**src/logic/scope_pkg.sv**
```systemverilog
// Scope package
// Shared widths, command codes, status constants and the records
// that pass between the command, acquisition and response blocks.

package scope_pkg;

	typedef logic signed [11:0] sample_t;   // adc sample
	typedef logic [9:0]         buf_addr_t; // ring buffer address
	typedef logic [15:0]        count16_t;  // event and sample counts
	typedef logic [7:0]         byte_t;
	typedef logic [31:0]        word_t;     // output stream word
	typedef logic [31:0]        length_t;   // readout length in bytes

	typedef enum logic [7:0] {
		TRIG_NONE    = 8'd0,
		TRIG_RISING  = 8'd1,
		TRIG_FALLING = 8'd2
	} trig_type_e;

	typedef enum logic [7:0] {
		CMD_READOUT    = 8'd0,
		CMD_ARM        = 8'd1,
		CMD_INFO       = 8'd2,
		CMD_TRIG_CFG   = 8'd8,
		CMD_DOWNSAMPLE = 8'd9
	} cmd_code_e;

	// b0 sits in the low byte, as it arrives first
	typedef struct packed {
		byte_t b7;
		byte_t b6;
		byte_t b5;
		byte_t b4;
		byte_t b3;
		byte_t b2;
		byte_t b1;
		byte_t b0; // command code
	} cmd_t;

	typedef struct packed {
		trig_type_e trig_type;
		sample_t    lower_thresh;
		sample_t    upper_thresh;
		byte_t      tot_count;      // time over threshold
		count16_t   length_to_take; // samples after trigger
		logic [4:0] downsample;     // keep one of 2^n
	} acq_cfg_t;

	typedef struct packed {
		count16_t  event_count;
		count16_t  post_count;
		buf_addr_t trig_addr;
	} acq_status_t;

	typedef struct packed {
		logic      readout;    // buffer readout instead of one word
		word_t     const_word;
		length_t   length;
		buf_addr_t start_addr;
	} resp_req_t;

	localparam word_t    FW_VERSION  = 32'd16;
	localparam count16_t STATUS_DONE = '1; // event complete marker

endpackage

```
**src/logic/acq_trigger.sv**
```systemverilog
// Acquisition control
// Downsamples the incoming samples into the ring buffer, detects the
// trigger and counts the samples taken after it.

`timescale 1ns/100ps

module acq_trigger import scope_pkg::*; #(
	parameter int BUF_AW = 10
) (
	input  logic        clk,
	input  logic        rstn,
	input  logic        i_sample_valid,
	input  sample_t     i_sample,
	input  acq_cfg_t    i_cfg,
	input  logic        i_arm,
	input  logic        i_readout_done,
	output logic        o_wr_en,
	output buf_addr_t   o_wr_addr,
	output sample_t     o_wr_data,
	output acq_status_t o_status
);

	typedef enum logic [2:0] {
		ST_READY,
		ST_WAIT_PRE, // first trigger condition
		ST_WAIT_TOT, // time over threshold
		ST_CAPTURE,
		ST_DONE
	} acq_state_e;

	acq_state_e        state;
	logic [BUF_AW-1:0] wr_ptr;
	logic [BUF_AW-1:0] trig_addr;
	logic [30:0]       ds_cnt;
	logic [30:0]       ds_mask;
	logic              keep;
	logic              rising;
	logic              below_lo;
	logic              above_hi;
	logic              pre_met;
	logic              tot_met;
	byte_t             tot_cnt;
	count16_t          post_cnt;
	count16_t          post_next;
	count16_t          event_cnt;

	assign ds_mask = (31'd1 << i_cfg.downsample) - 31'd1;
	assign keep    = i_sample_valid && (state != ST_DONE) && (ds_cnt >= ds_mask);

	assign below_lo  = i_sample < i_cfg.lower_thresh;
	assign above_hi  = i_sample > i_cfg.upper_thresh;
	assign rising    = i_cfg.trig_type == TRIG_RISING;
	assign pre_met   = i_sample_valid && (rising ? below_lo : above_hi);
	assign tot_met   = i_sample_valid && (rising ? above_hi : below_lo);
	assign post_next = post_cnt + count16_t'(keep);

	assign o_status.event_count = event_cnt;
	assign o_status.post_count  = (state == ST_DONE) ? STATUS_DONE : post_cnt;
	assign o_status.trig_addr   = buf_addr_t'(trig_addr);

	// ------------------------------
	// buffer write side
	// ------------------------------
	always_ff @(posedge clk or negedge rstn) begin
		if (!rstn) begin
			ds_cnt  <= '0;
			wr_ptr  <= '0;
			o_wr_en <= 1'b0;
		end else begin
			o_wr_en <= keep;
			if (state == ST_DONE)
				ds_cnt <= '0; // restart phase on next event
			else if (i_sample_valid)
				ds_cnt <= keep ? '0 : ds_cnt + 31'd1;
			if (keep)
				wr_ptr <= wr_ptr + 1'b1; // wraps around the ring
		end
	end

	always_ff @(posedge clk) begin
		if (keep) begin
			o_wr_addr <= buf_addr_t'(wr_ptr);
			o_wr_data <= i_sample;
		end
	end

	// ------------------------------
	// trigger FSM
	// ------------------------------
	always_ff @(posedge clk or negedge rstn) begin
		if (!rstn) begin
			state     <= ST_READY;
			trig_addr <= '0;
			tot_cnt   <= '0;
			post_cnt  <= '0;
			event_cnt <= '0;
		end else begin
			case (state)
				ST_READY: begin
					tot_cnt  <= '0;
					post_cnt <= '0;
					if (i_arm) begin
						if (rising || i_cfg.trig_type == TRIG_FALLING) begin
							state <= ST_WAIT_PRE;
						end else begin
							trig_addr <= wr_ptr; // immediate trigger
							state     <= ST_CAPTURE;
						end
					end
				end
				ST_WAIT_PRE:
					if (pre_met)
						state <= ST_WAIT_TOT;
				ST_WAIT_TOT: begin
					if (tot_met) begin
						tot_cnt <= tot_cnt + 8'd1;
						if (tot_cnt >= i_cfg.tot_count) begin
							trig_addr <= wr_ptr; // first sample at or after crossing
							state     <= ST_CAPTURE;
						end
					end
				end
				ST_CAPTURE: begin
					post_cnt <= post_next;
					if (post_next >= i_cfg.length_to_take) begin
						event_cnt <= event_cnt + 16'd1;
						state     <= ST_DONE;
					end
				end
				ST_DONE:
					if (i_readout_done)
						state <= ST_READY;
				default:
					state <= ST_READY;
			endcase
		end
	end

endmodule

```
**config.mk**
```make
export PLATFORM = sky130hd
export DESIGN_NAME = acq_trigger
export DESIGN_NICKNAME = d
export VERILOG_FILES = /design/src/logic/scope_pkg.sv /design/src/logic/acq_trigger.sv
export SDC_FILE = /design/constraint.sdc
export NUM_CORES = 1
export LEC_CHECK = 0
export ABC_AREA = 1
export BUFFER_PORTS_ARGS = -buffer_cell sky130_fd_sc_hd__buf_2
export CAP_MARGIN = 20
export CORE_MARGIN = 10
export CORE_UTILIZATION = 60
export CTS_CLUSTER_SIZE = 24
export DETAILED_ROUTE_END_ITERATION = 12
export PLACE_DENSITY = 0.84
export SYNTH_ARGS = -nofsm -noshare
export SYNTH_HDL_FRONTEND = slang
export SYNTH_SLANG_ARGS = --single-unit
```
**constraint.sdc**
```tcl
create_clock -name clk -period 13.73 [get_ports clk]
set_clock_uncertainty 0.05 [all_clocks]
set_input_delay 2.0595 -clock clk [delete_from_list [all_inputs] [get_ports clk]]
set_output_delay 2.0595 -clock clk [all_outputs]
set_load 0.02 [all_outputs]
```
==> impl_metrics.csv, run 1 <==
group,metric,value,unit
sta,tns,0,ps
worst_setup_path,criticalPathCategory,"in2reg",
synth,yosys_warnings,0,
sta,timing.fmax,0.114,GHz
detailed_routing,ant_nets,0,
cts,clkLatencyLatePin,420,ps
synth,synth_nets,1287,
worst_setup_path,critPathBufInv,4,
worst_setup_path,critPathMostFrequentCell,"nand2_1",
finish,layout_common_cells,"nand2_1, inv_1, buf_2, nor2_1, dfrtp_1",
global_routing,grt_pass1_wl,37.1,mm
worst_setup_path,cp_max_fo,35,
synth,ys_types,51,
placed_design,place.gp.congestion,0.910,
floorplan,ios,143,
detailed_routing,dr.first_iter.drc_count,772,
finish,finalNetCount,1439,
floorplan,start_util,61.3,%
cts,cts_setup_buffers,0,
detailed_routing,wl_per_cell,15.0,um
global_routing,track_usage,22.5,%
sta,final.period_utilization,63.9,%
finish,stdcell_area,10100,um^2
synth,postSynthCellCount,1124,
floorplan,core_area,13900,um^2
detailed_routing,dr.pass1.iters,5,
cts,clk_pin_slew,60,ps
job,drv_cap,0,
synth,syn_area,8540,um^2
worst_setup_path,crit_path_start_kind,"input port",
detailed_routing,postRouteWirelength,22.1,mm
detailed_routing,drc,0,
sta,grt_setup_unrepaired,"no",
worst_setup_path,cpPeakStageDelay,530,ps
cts,htreeDepth,4,
cts,clock-sinks,117,
power,p_leak,5.34,nW
detailed_routing,viasPerCell,5.44,
global_routing,grt_max_degree,81,
worst_setup_path,cp_slowest_cell,"inv_2",
synth,synth_top_cell_area_share,27.8,%
finish,fillCellCount,1101,
floorplan,chipHeight,139,um
global_routing,antenna_found_initial,0,
worst_setup_path,endpoint_kind,"flop",
outcome,outcome,"finished, final reports clean",
floorplan,die_w,139,um
cts,cts_made_buffers,17,
synth,ys_seq_area_share,35.6,%
cts,cts.path.max_buffers,2,
finish,mostFrequentLayoutCell,"nand2_1",
worst_setup_path,cp_top_family,"simple AND/OR/NAND/NOR gates",
sta,finalCriticalPeriod,8780,ps
placed_design,dp_cells,1436,
sta,worst_slew_pin_slew,663,ps
finish,antenna_cells,0,
worst_setup_path,required,13980,ps
synth,synth_top_cell_by_area,"dfrtp_1",
cts,cts_tree,"yes",
synth,yosys-top-cells-area,"dfrtp_1, nand2_1, ha_1",
min_path,hold_class,"reg2reg",
synth,ys_seq_elements,117,
sta,hold_violations,0,
sta,finalSetupViolations,0,
sta,drv_slew,0,
floorplan,design.die.area,19400,um^2
worst_setup_path,critPathArrivalTime,9030,ps
sta,relSlewSlack,55.8,%
power,powerDensity,108,nW/um^2
finish,final_layout_size_suffix_gt1_share,17.1,%
detailed_routing,vias,7993,
power,ir_drop,0.0827,mV
finish,fin_util,72.5,%
placed_design,place_hpwl,16.8,mm
synth,synth_area_per_cell,7.60,um^2
global_routing,grt_pass1_vias,7608,
cts,cts_root_buf,"clkbuf_16",
placed_design,place_area,9460,um^2
finish,stdcell_count,1469,
cts,cts_resized,0,
global_routing,overflow,0,
floorplan,fp-row-count,43,
finish,area_growth,18.2,%
placed_design,numPortBuffers,142,
cts,hold_buffers,0,
[area by class of cell]
type                    count  area, um^2  area share (%)
clock buffers              18         439            4.35
repair buffers            146         771            7.63
flip-flops and latches    117        3040            30.1
inverters                 167         627            6.21
clock inverters            14         175            1.73
multi-input cells         827        4820            47.8
well taps                 180         225            2.23
[synthesized netlist by cell type, drive strengths merged]
master	instances
nand2	308
inv	167
nor2	107
dfrtp	95
ha	85
nand3	58
o21ai	54
xor2	44
a21oi	39
nand4	35
nor3	30
edfxtp	22
xnor2	14
nor4	10
buf	7
clkbuf	6
nand3b	6
o211ai	6
o31ai	6
or2	6
o22ai	4
o21a	2
a211oi	1
a21boi	1
a21o	1
a31o	1
a31oi	1
and2	1
and3	1
mux2	1
nor2b	1
nor3b	1
nor4b	1
o21bai	1
or3	1
[registers in the layout, indices dropped and copies added (netlist names)]
signal,count
o_wr_data,12
o_wr_en,1
trig_addr,10
tot_cnt,8
post_cnt,16
state,3
ds_cnt,31
event_cnt,16
wr_ptr,10
o_wr_addr,10
[through the flow]
step / hold WS, ps / total power, mW / worst slack [ps]
detailed placement: 385 / 0.636 / 4700
CTS: 417 / 1.10 / 5030
global placement: 388 / 0.629 / 5050
global route: 437 / 1.15 / 4030
finish: 418 / 1.09 / 4950
floorplan: 375 / 0.563 / 5940
[worst reg2reg max path: cells and delay by family (launching register included)]
kind | cells | cell delay (ps)
flip-flops | 1 | 460
adder cells (fa/ha/maj) | 3 | 980
buffers and inverters | 1 | 530
XOR/XNOR | 1 | 120
AND/OR/NAND/NOR | 22 | 3770
[final timing paths]
| path | start | endpoint | slack [ps] | cells past startpoint |
|---|---|---|---|---|
| setup / recovery | i_cfg[1] | event_cnt[14] | 4950 | 42 |
| hold / removal | wr_ptr[8] | o_wr_addr[8] | 420 | 0 |
| setup reg to reg | ds_cnt[9] | event_cnt[14] | 7710 | 27 |
| hold reg to reg | wr_ptr[8] | o_wr_addr[8] | 420 | 0 |
| max in group asynchronous | rstn | event_cnt[11] | 11350 | 3 |
| min in group asynchronous | rstn | ds_cnt[5] | 1460 | 1 |
[power by group]
group | internal [mW] | total [mW] | switching (mW)
logic | 0.0768 | 0.240 | 0.163
registers | 0.374 | 0.395 | 0.0213
clock network | 0.292 | 0.458 | 0.167
[cells by family (layout without fill, tap and decap cells)]
family,after synthesis,count (layout),share of synthesized area [%]
DFF,117,117,35.6
muxes,1,1,0.132
and+or+nand+nor,566,566,30.3
xor gates and xnor gates,58,58,5.95
AOI/OAI and AO/OA,117,117,7.56
buffers and inverters,180,345,8.07
adders and majority gates,85,85,12.5
[layer usage]
| metal | GRT usage, % | vias to the layer above | part of all wire (%) |
|---|---|---|---|
| li1 | - | 3983 | - |
| met4 | 6.48 | 0 | 1.5 |
| met2 | 37.7 | 249 | 49 |
| met1 | 28.1 | 3733 | 43 |
| met3 | 5.51 | 28 | 6.4 |
| met5 | 0 | - | 0 |
Power figures use the tool's default switching activity.
==> run 2: changes to the inputs <==
--- a/config.mk
+++ b/config.mk
@@ -9,10 +9,10 @@
 export BUFFER_PORTS_ARGS = -buffer_cell sky130_fd_sc_hd__buf_2
 export CAP_MARGIN = 20
 export CORE_MARGIN = 10
-export CORE_UTILIZATION = 60
+export CORE_UTILIZATION = 52
 export CTS_CLUSTER_SIZE = 24
 export DETAILED_ROUTE_END_ITERATION = 12
-export PLACE_DENSITY = 0.84
+export PLACE_DENSITY = 0.78
 export SYNTH_ARGS = -nofsm -noshare
 export SYNTH_HDL_FRONTEND = slang
 export SYNTH_SLANG_ARGS = --single-unit
==> constraint.sdc (replaced) <==
create_clock -name clk -period 8 [get_ports clk]
set_clock_uncertainty 0.05 [all_clocks]
set_input_delay 1.2 -clock clk [delete_from_list [all_inputs] [get_ports clk]]
set_output_delay 1.2 -clock clk [all_outputs]
set_load 0.02 [all_outputs]
==> impl_metrics.csv, run 2 (synthesis results as in run 1) <==
group,metric,value,unit
power,clkPwrFrac,40.6,%
min_path,hold_class,"reg2reg",
worst_setup_path,critPathArrivalTime,7370,ps
cts,htreeDepth,4,
sta,hold_ws,404,ps
detailed_routing,ant_nets,0,
placed_design,place_hpwl,17.4,mm
worst_setup_path,criticalPathCategory,"in2reg",
detailed_routing,viasPerCell,5.24,
sta,finalWorstSetupSlack,889,ps
global_routing,overflow,0,
cts,cts_resized,0,
floorplan,ios,143,
cts,cts_root_buf,"clkbuf_16",
floorplan,die_w,148,um
power,pwr-share-comb,22.3,%
worst_setup_path,cp_max_fo,9,
min_path,hold_path_depth,0,
power,power.total,1.82,mW
floorplan,fp-row-count,46,
floorplan,core_area,16000,um^2
finish,largest_reg_flops,31,
cts,cts_tree,"yes",
finish,stdcell_area,10100,um^2
sta,drv_slew,0,
sta,grt_setup_unrepaired,"no",
finish,stdcell_count,1506,
cts,cts_setup_buffers,0,
worst_setup_path,timing.rr.end,"event_cnt[14]",
power,ir_drop,0.148,mV
outcome,outcome,"finished, final reports clean",
global_routing,grt_pass1_vias,7675,
power,switching_share,33.8,%
detailed_routing,dr.pass1.iters,5,
worst_setup_path,endpoint_kind,"flop",
worst_setup_path,cpPeakStageDelay,310,ps
sta,worst_slew_pin_slew,887,ps
worst_setup_path,required,8260,ps
worst_setup_path,critPathMostFrequentCell,"nand2_1",
floorplan,start_util,53.4,%
power,powerDensity,181,nW/um^2
global_routing,grt_max_degree,74,
power,p_seq_share,37.1,%
floorplan,design.die.area,22000,um^2
global_routing,grt_pass1_wl,36.9,mm
power,internal_power,1.21,mW
finish,finalNetCount,1439,
cts,clock-sinks,117,
sta,relSlewSlack,40.9,%
placed_design,place.gp.congestion,0.912,
placed_design,numPortBuffers,142,
sta,finalSetupViolations,0,
placed_design,place_area,9500,um^2
placed_design,pre_cts_slack,513,ps
finish,fin_util,63.0,%
placed_design,dp_cells,1473,
worst_setup_path,cp_slowest_cell,"ha_1",
worst_setup_path,rr_worst_depth,27,
sta,timing.fmax,0.141,GHz
cts,cts.path.max_buffers,2,
cts,clkLatencyLatePin,420,ps
worst_setup_path,crit_path_start_kind,"input port",
job,drv_cap,0,
detailed_routing,dr.first_iter.drc_count,505,
power,p_leak,5.31,nW
floorplan,chipHeight,148,um
worst_setup_path,r2r_setup_slack,2690,ps
global_routing,antenna_found_initial,1,
finish,max_flop_register,"ds_cnt",
power,netSwitchingPower,616,uW
global_routing,track_usage,20.2,%
min_path,hold_end,"o_wr_addr[9]",
sta,hold_violations,0,
detailed_routing,wl_per_cell,14.7,um
detailed_routing,vias,7894,
finish,reg_top3,"ds_cnt x31, event_cnt x16, post_cnt x16",
sta,finalCriticalPeriod,7110,ps
finish,final_layout_size_suffix_gt1_share,17.1,%
cts,hold_buffers,0,
finish,mostFrequentLayoutCell,"nand2_1",
min_path,hold_start,"wr_ptr[9]",
finish,area_growth,17.9,%
sta,tns,0,ps
sta,final.period_utilization,88.9,%
detailed_routing,drc,0,
detailed_routing,postRouteWirelength,22.1,mm
worst_setup_path,r2r-start,"ds_cnt[9]",
cts,cts_made_buffers,17,
finish,fillCellCount,1400,
cts,clk_pin_slew,60,ps
finish,layout_common_cells,"nand2_1, inv_1, buf_2, nor2_1, dfrtp_1",
## run 2: cell count changes in the layout (fill, tap and decap cells not counted)
cell	previous run	this run
bufinv_16	3	1
buf_4	3	5
clkinv_1	1	0
buf_16	1	0
clkinvlp_4	2	3
diode_2	0	1
buf_8	1	0
clkinv_2	1	2
inv_8	0	2
clkbuf_8	1	0
## run 2: final cells by class
cell class	count	area [um^2]	share of cell area [%]
Multi-Input combinational cell	827	4820	47.9
Sequential cell	117	3040	30.2
Timing Repair Buffer	146	743	7.38
Inverter	167	627	6.22
Clock buffer	17	425	4.22
Tap cell	216	270	2.68
Clock inverter	15	146	1.45
Antenna cell	1	2.50	0.0248
## run 2: worst max-delay path: cells and delay by family
family        cells  cell delay [ps]
xor+xnor          2              290
buf+inv           4              390
fa+ha+maj         4             1010
simple gates     32             4480
## run 2: power by group through the flow
stage | clock (mW) | sequential (mW) | combinational, mW
floorplan | 0 | 0.698 | 0.268
global placement | 0 | 0.687 | 0.395
detailed placement | 0 | 0.687 | 0.404
CTS | 0.749 | 0.676 | 0.406
global route | 0.782 | 0.682 | 0.466
finish | 0.740 | 0.676 | 0.405
## run 2: worst max-delay path by stage
stage	from	endpoint	cells after the start
6_report	i_cfg[1]	event_cnt[14]	42
2_1_floorplan	i_cfg[2]	event_cnt[1]	40
3_3_place_gp	i_cfg[1]	event_cnt[1]	41
3_5_place_dp	i_cfg[1]	event_cnt[14]	42
4_1_cts	i_cfg[1]	event_cnt[14]	42
5_1_grt	i_cfg[1]	event_cnt[14]	42
## run 2: routing by layer
layer	global-route usage [%]	vias to the layer above	share of wire, %
met2	34.4	212	48
li1	-	3991	-
met5	0	-	0
met4	7.83	0	2.5
met1	24.6	3643	44
met3	4.22	48	5.8
==> run 3: changes to the inputs <==
--- a/config.mk
+++ b/config.mk
@@ -9,10 +9,9 @@
 export BUFFER_PORTS_ARGS = -buffer_cell sky130_fd_sc_hd__buf_2
 export CAP_MARGIN = 20
 export CORE_MARGIN = 10
-export CORE_UTILIZATION = 52
+export CORE_UTILIZATION = 40
 export CTS_CLUSTER_SIZE = 24
 export DETAILED_ROUTE_END_ITERATION = 12
-export PLACE_DENSITY = 0.78
 export SYNTH_ARGS = -nofsm -noshare
 export SYNTH_HDL_FRONTEND = slang
 export SYNTH_SLANG_ARGS = --single-unit
==> impl_metrics.csv, run 3 (synthesis results as in run 1) <==
group,metric,value,unit
outcome,outcome,"finished, final reports clean",
cts,clk_pin_slew,60,ps
sta,tns,0,ps
finish,max_flop_register,"ds_cnt",
worst_setup_path,cp_slowest_cell,"ha_1",
sta,drv_slew,0,
worst_setup_path,critPathMostFrequentCell,"nand2_1",
min_path,hold_end,"o_wr_addr[9]",
detailed_routing,dr.pass1.iters,5,
worst_setup_path,critPathBufInv,4,
worst_setup_path,r2r_setup_slack,2700,ps
placed_design,dp_cells,1532,
floorplan,core_area,21000,um^2
cts,cts_setup_buffers,0,
global_routing,grt_max_degree,63,
worst_setup_path,rr_worst_depth,27,
cts,cts_tree,"yes",
global_routing,track_usage,16.0,%
worst_setup_path,critPathArrivalTime,7390,ps
placed_design,pre_cts_slack,450,ps
finish,final_layout_size_suffix_gt1_share,17.1,%
cts,cts.path.max_buffers,2,
finish,stdcell_area,10100,um^2
cts,cts_made_buffers,17,
sta,grt_setup_unrepaired,"no",
power,p_leak,5.30,nW
cts,htreeDepth,4,
detailed_routing,wl_per_cell,14.5,um
min_path,hold_start,"wr_ptr[9]",
global_routing,grt_pass1_vias,7381,
worst_setup_path,cpPeakStageDelay,310,ps
floorplan,start_util,40.6,%
cts,hold_buffers,0,
job,drv_cap,0,
floorplan,chipHeight,166,um
placed_design,place.gp.congestion,0.909,
power,ir_drop,0.117,mV
detailed_routing,vias,7716,
sta,relSlewSlack,46.7,%
detailed_routing,postRouteWirelength,22.6,mm
worst_setup_path,timing.rr.end,"event_cnt[14]",
cts,clock-sinks,117,
floorplan,design.die.area,27600,um^2
worst_setup_path,crit_path_start_kind,"input port",
global_routing,overflow,0,
placed_design,place_area,9570,um^2
detailed_routing,viasPerCell,4.93,
finish,reg_top3,"ds_cnt x31, event_cnt x16, post_cnt x16",
finish,stdcell_count,1564,
worst_setup_path,r2r-start,"ds_cnt[9]",
detailed_routing,drc,0,
finish,layout_common_cells,"nand2_1, inv_1, buf_2, nor2_1, dfrtp_1",
sta,finalWorstSetupSlack,865,ps
cts,clkLatencyLatePin,420,ps
finish,largest_reg_flops,31,
sta,hold_ws,409,ps
floorplan,die_w,166,um
detailed_routing,dr.first_iter.drc_count,498,
global_routing,antenna_found_initial,0,
min_path,hold_class,"reg2reg",
cts,cts_resized,0,
sta,worst_slew_pin_slew,799,ps
finish,area_growth,18.7,%
placed_design,place_hpwl,18.0,mm
sta,finalSetupViolations,0,
power,power.total,1.83,mW
sta,finalCriticalPeriod,7130,ps
sta,timing.fmax,0.140,GHz
detailed_routing,ant_nets,0,
finish,antenna_cells,0,
finish,mostFrequentLayoutCell,"nand2_1",
global_routing,grt_pass1_wl,37.4,mm
floorplan,fp-row-count,53,
sta,final.period_utilization,89.2,%
power,powerDensity,180,nW/um^2
worst_setup_path,cp_top_family,"simple AND/OR/NAND/NOR gates",
sta,hold_violations,0,
placed_design,numPortBuffers,142,
worst_setup_path,endpoint_kind,"flop",
min_path,hold_path_depth,0,
cts,cts_root_buf,"clkbuf_16",
finish,fin_util,48.3,%
worst_setup_path,cp_max_fo,9,
floorplan,ios,143,
worst_setup_path,criticalPathCategory,"in2reg",
worst_setup_path,required,8260,ps
finish,finalNetCount,1439,
run 3: cell types whose count changed in the layout (fill, tap and decap cells not counted):
cell	previous run	this run
inv_6	3	6
clkinv_4	4	2
diode_2	1	0
inv_8	2	1
run 3: worst max-delay path by stage:
stage                   from       endpoint  slack, ps  cells after the start
floorplan           i_cfg[2]   event_cnt[1]       1070                     40
global route        i_cfg[1]  event_cnt[14]         60                     42
detailed placement  i_cfg[1]  event_cnt[14]        450                     41
CTS                 i_cfg[1]  event_cnt[14]        880                     41
global placement    i_cfg[1]   event_cnt[1]        730                     41
finish              i_cfg[1]  event_cnt[14]        870                     42
run 3: layer usage:
layer | wire (um) | vias up | GRT usage (%)
met2 | 10600 | 157 | 26.1
li1 | - | 3986 | -
met4 | 233 | 0 | 3.54
met3 | 1020 | 18 | 3.67
met5 | 0 | - | 0
met1 | 10800 | 3555 | 21.2
run 3: worst register-to-register path, stage by stage, from the launching register on:
cell     delay, ps
dfrtp_1        470
ha_1           360
nand4_1        100
nor4_1         460
nand3_1        200
nand3_4        200
nand2_2        150
inv_2           90
ha_1           160
nand3_1        130
nor3_2         190
nand3_1        150
nor3_2         150
nand3_1        140
nor2_1         110
nand2_1        100
nor2_1         100
nand2_1         60
and2_1         150
ha_1           310
nand4_1        110
nor3_1         200
nand3_1        130
nand3_1        230
nand2_1        200
nor2_1         220
nand2_1        100
xnor2_1        130
run 3: power breakdown:
group | switching (mW) | total [mW] | internal (mW)
logic | 0.275 | 0.405 | 0.130
clock network | 0.309 | 0.743 | 0.434
registers | 0.0364 | 0.678 | 0.642
run 3: area by class of cell:
class                   count  area [um^2]
repair buffers            146          743
multi-input cells         827         4820
clock buffers              17          425
clock inverters            15          144
flip-flops and latches    117         3040
well taps                 275          344
inverters                 167          627
fillers                  2117        10900
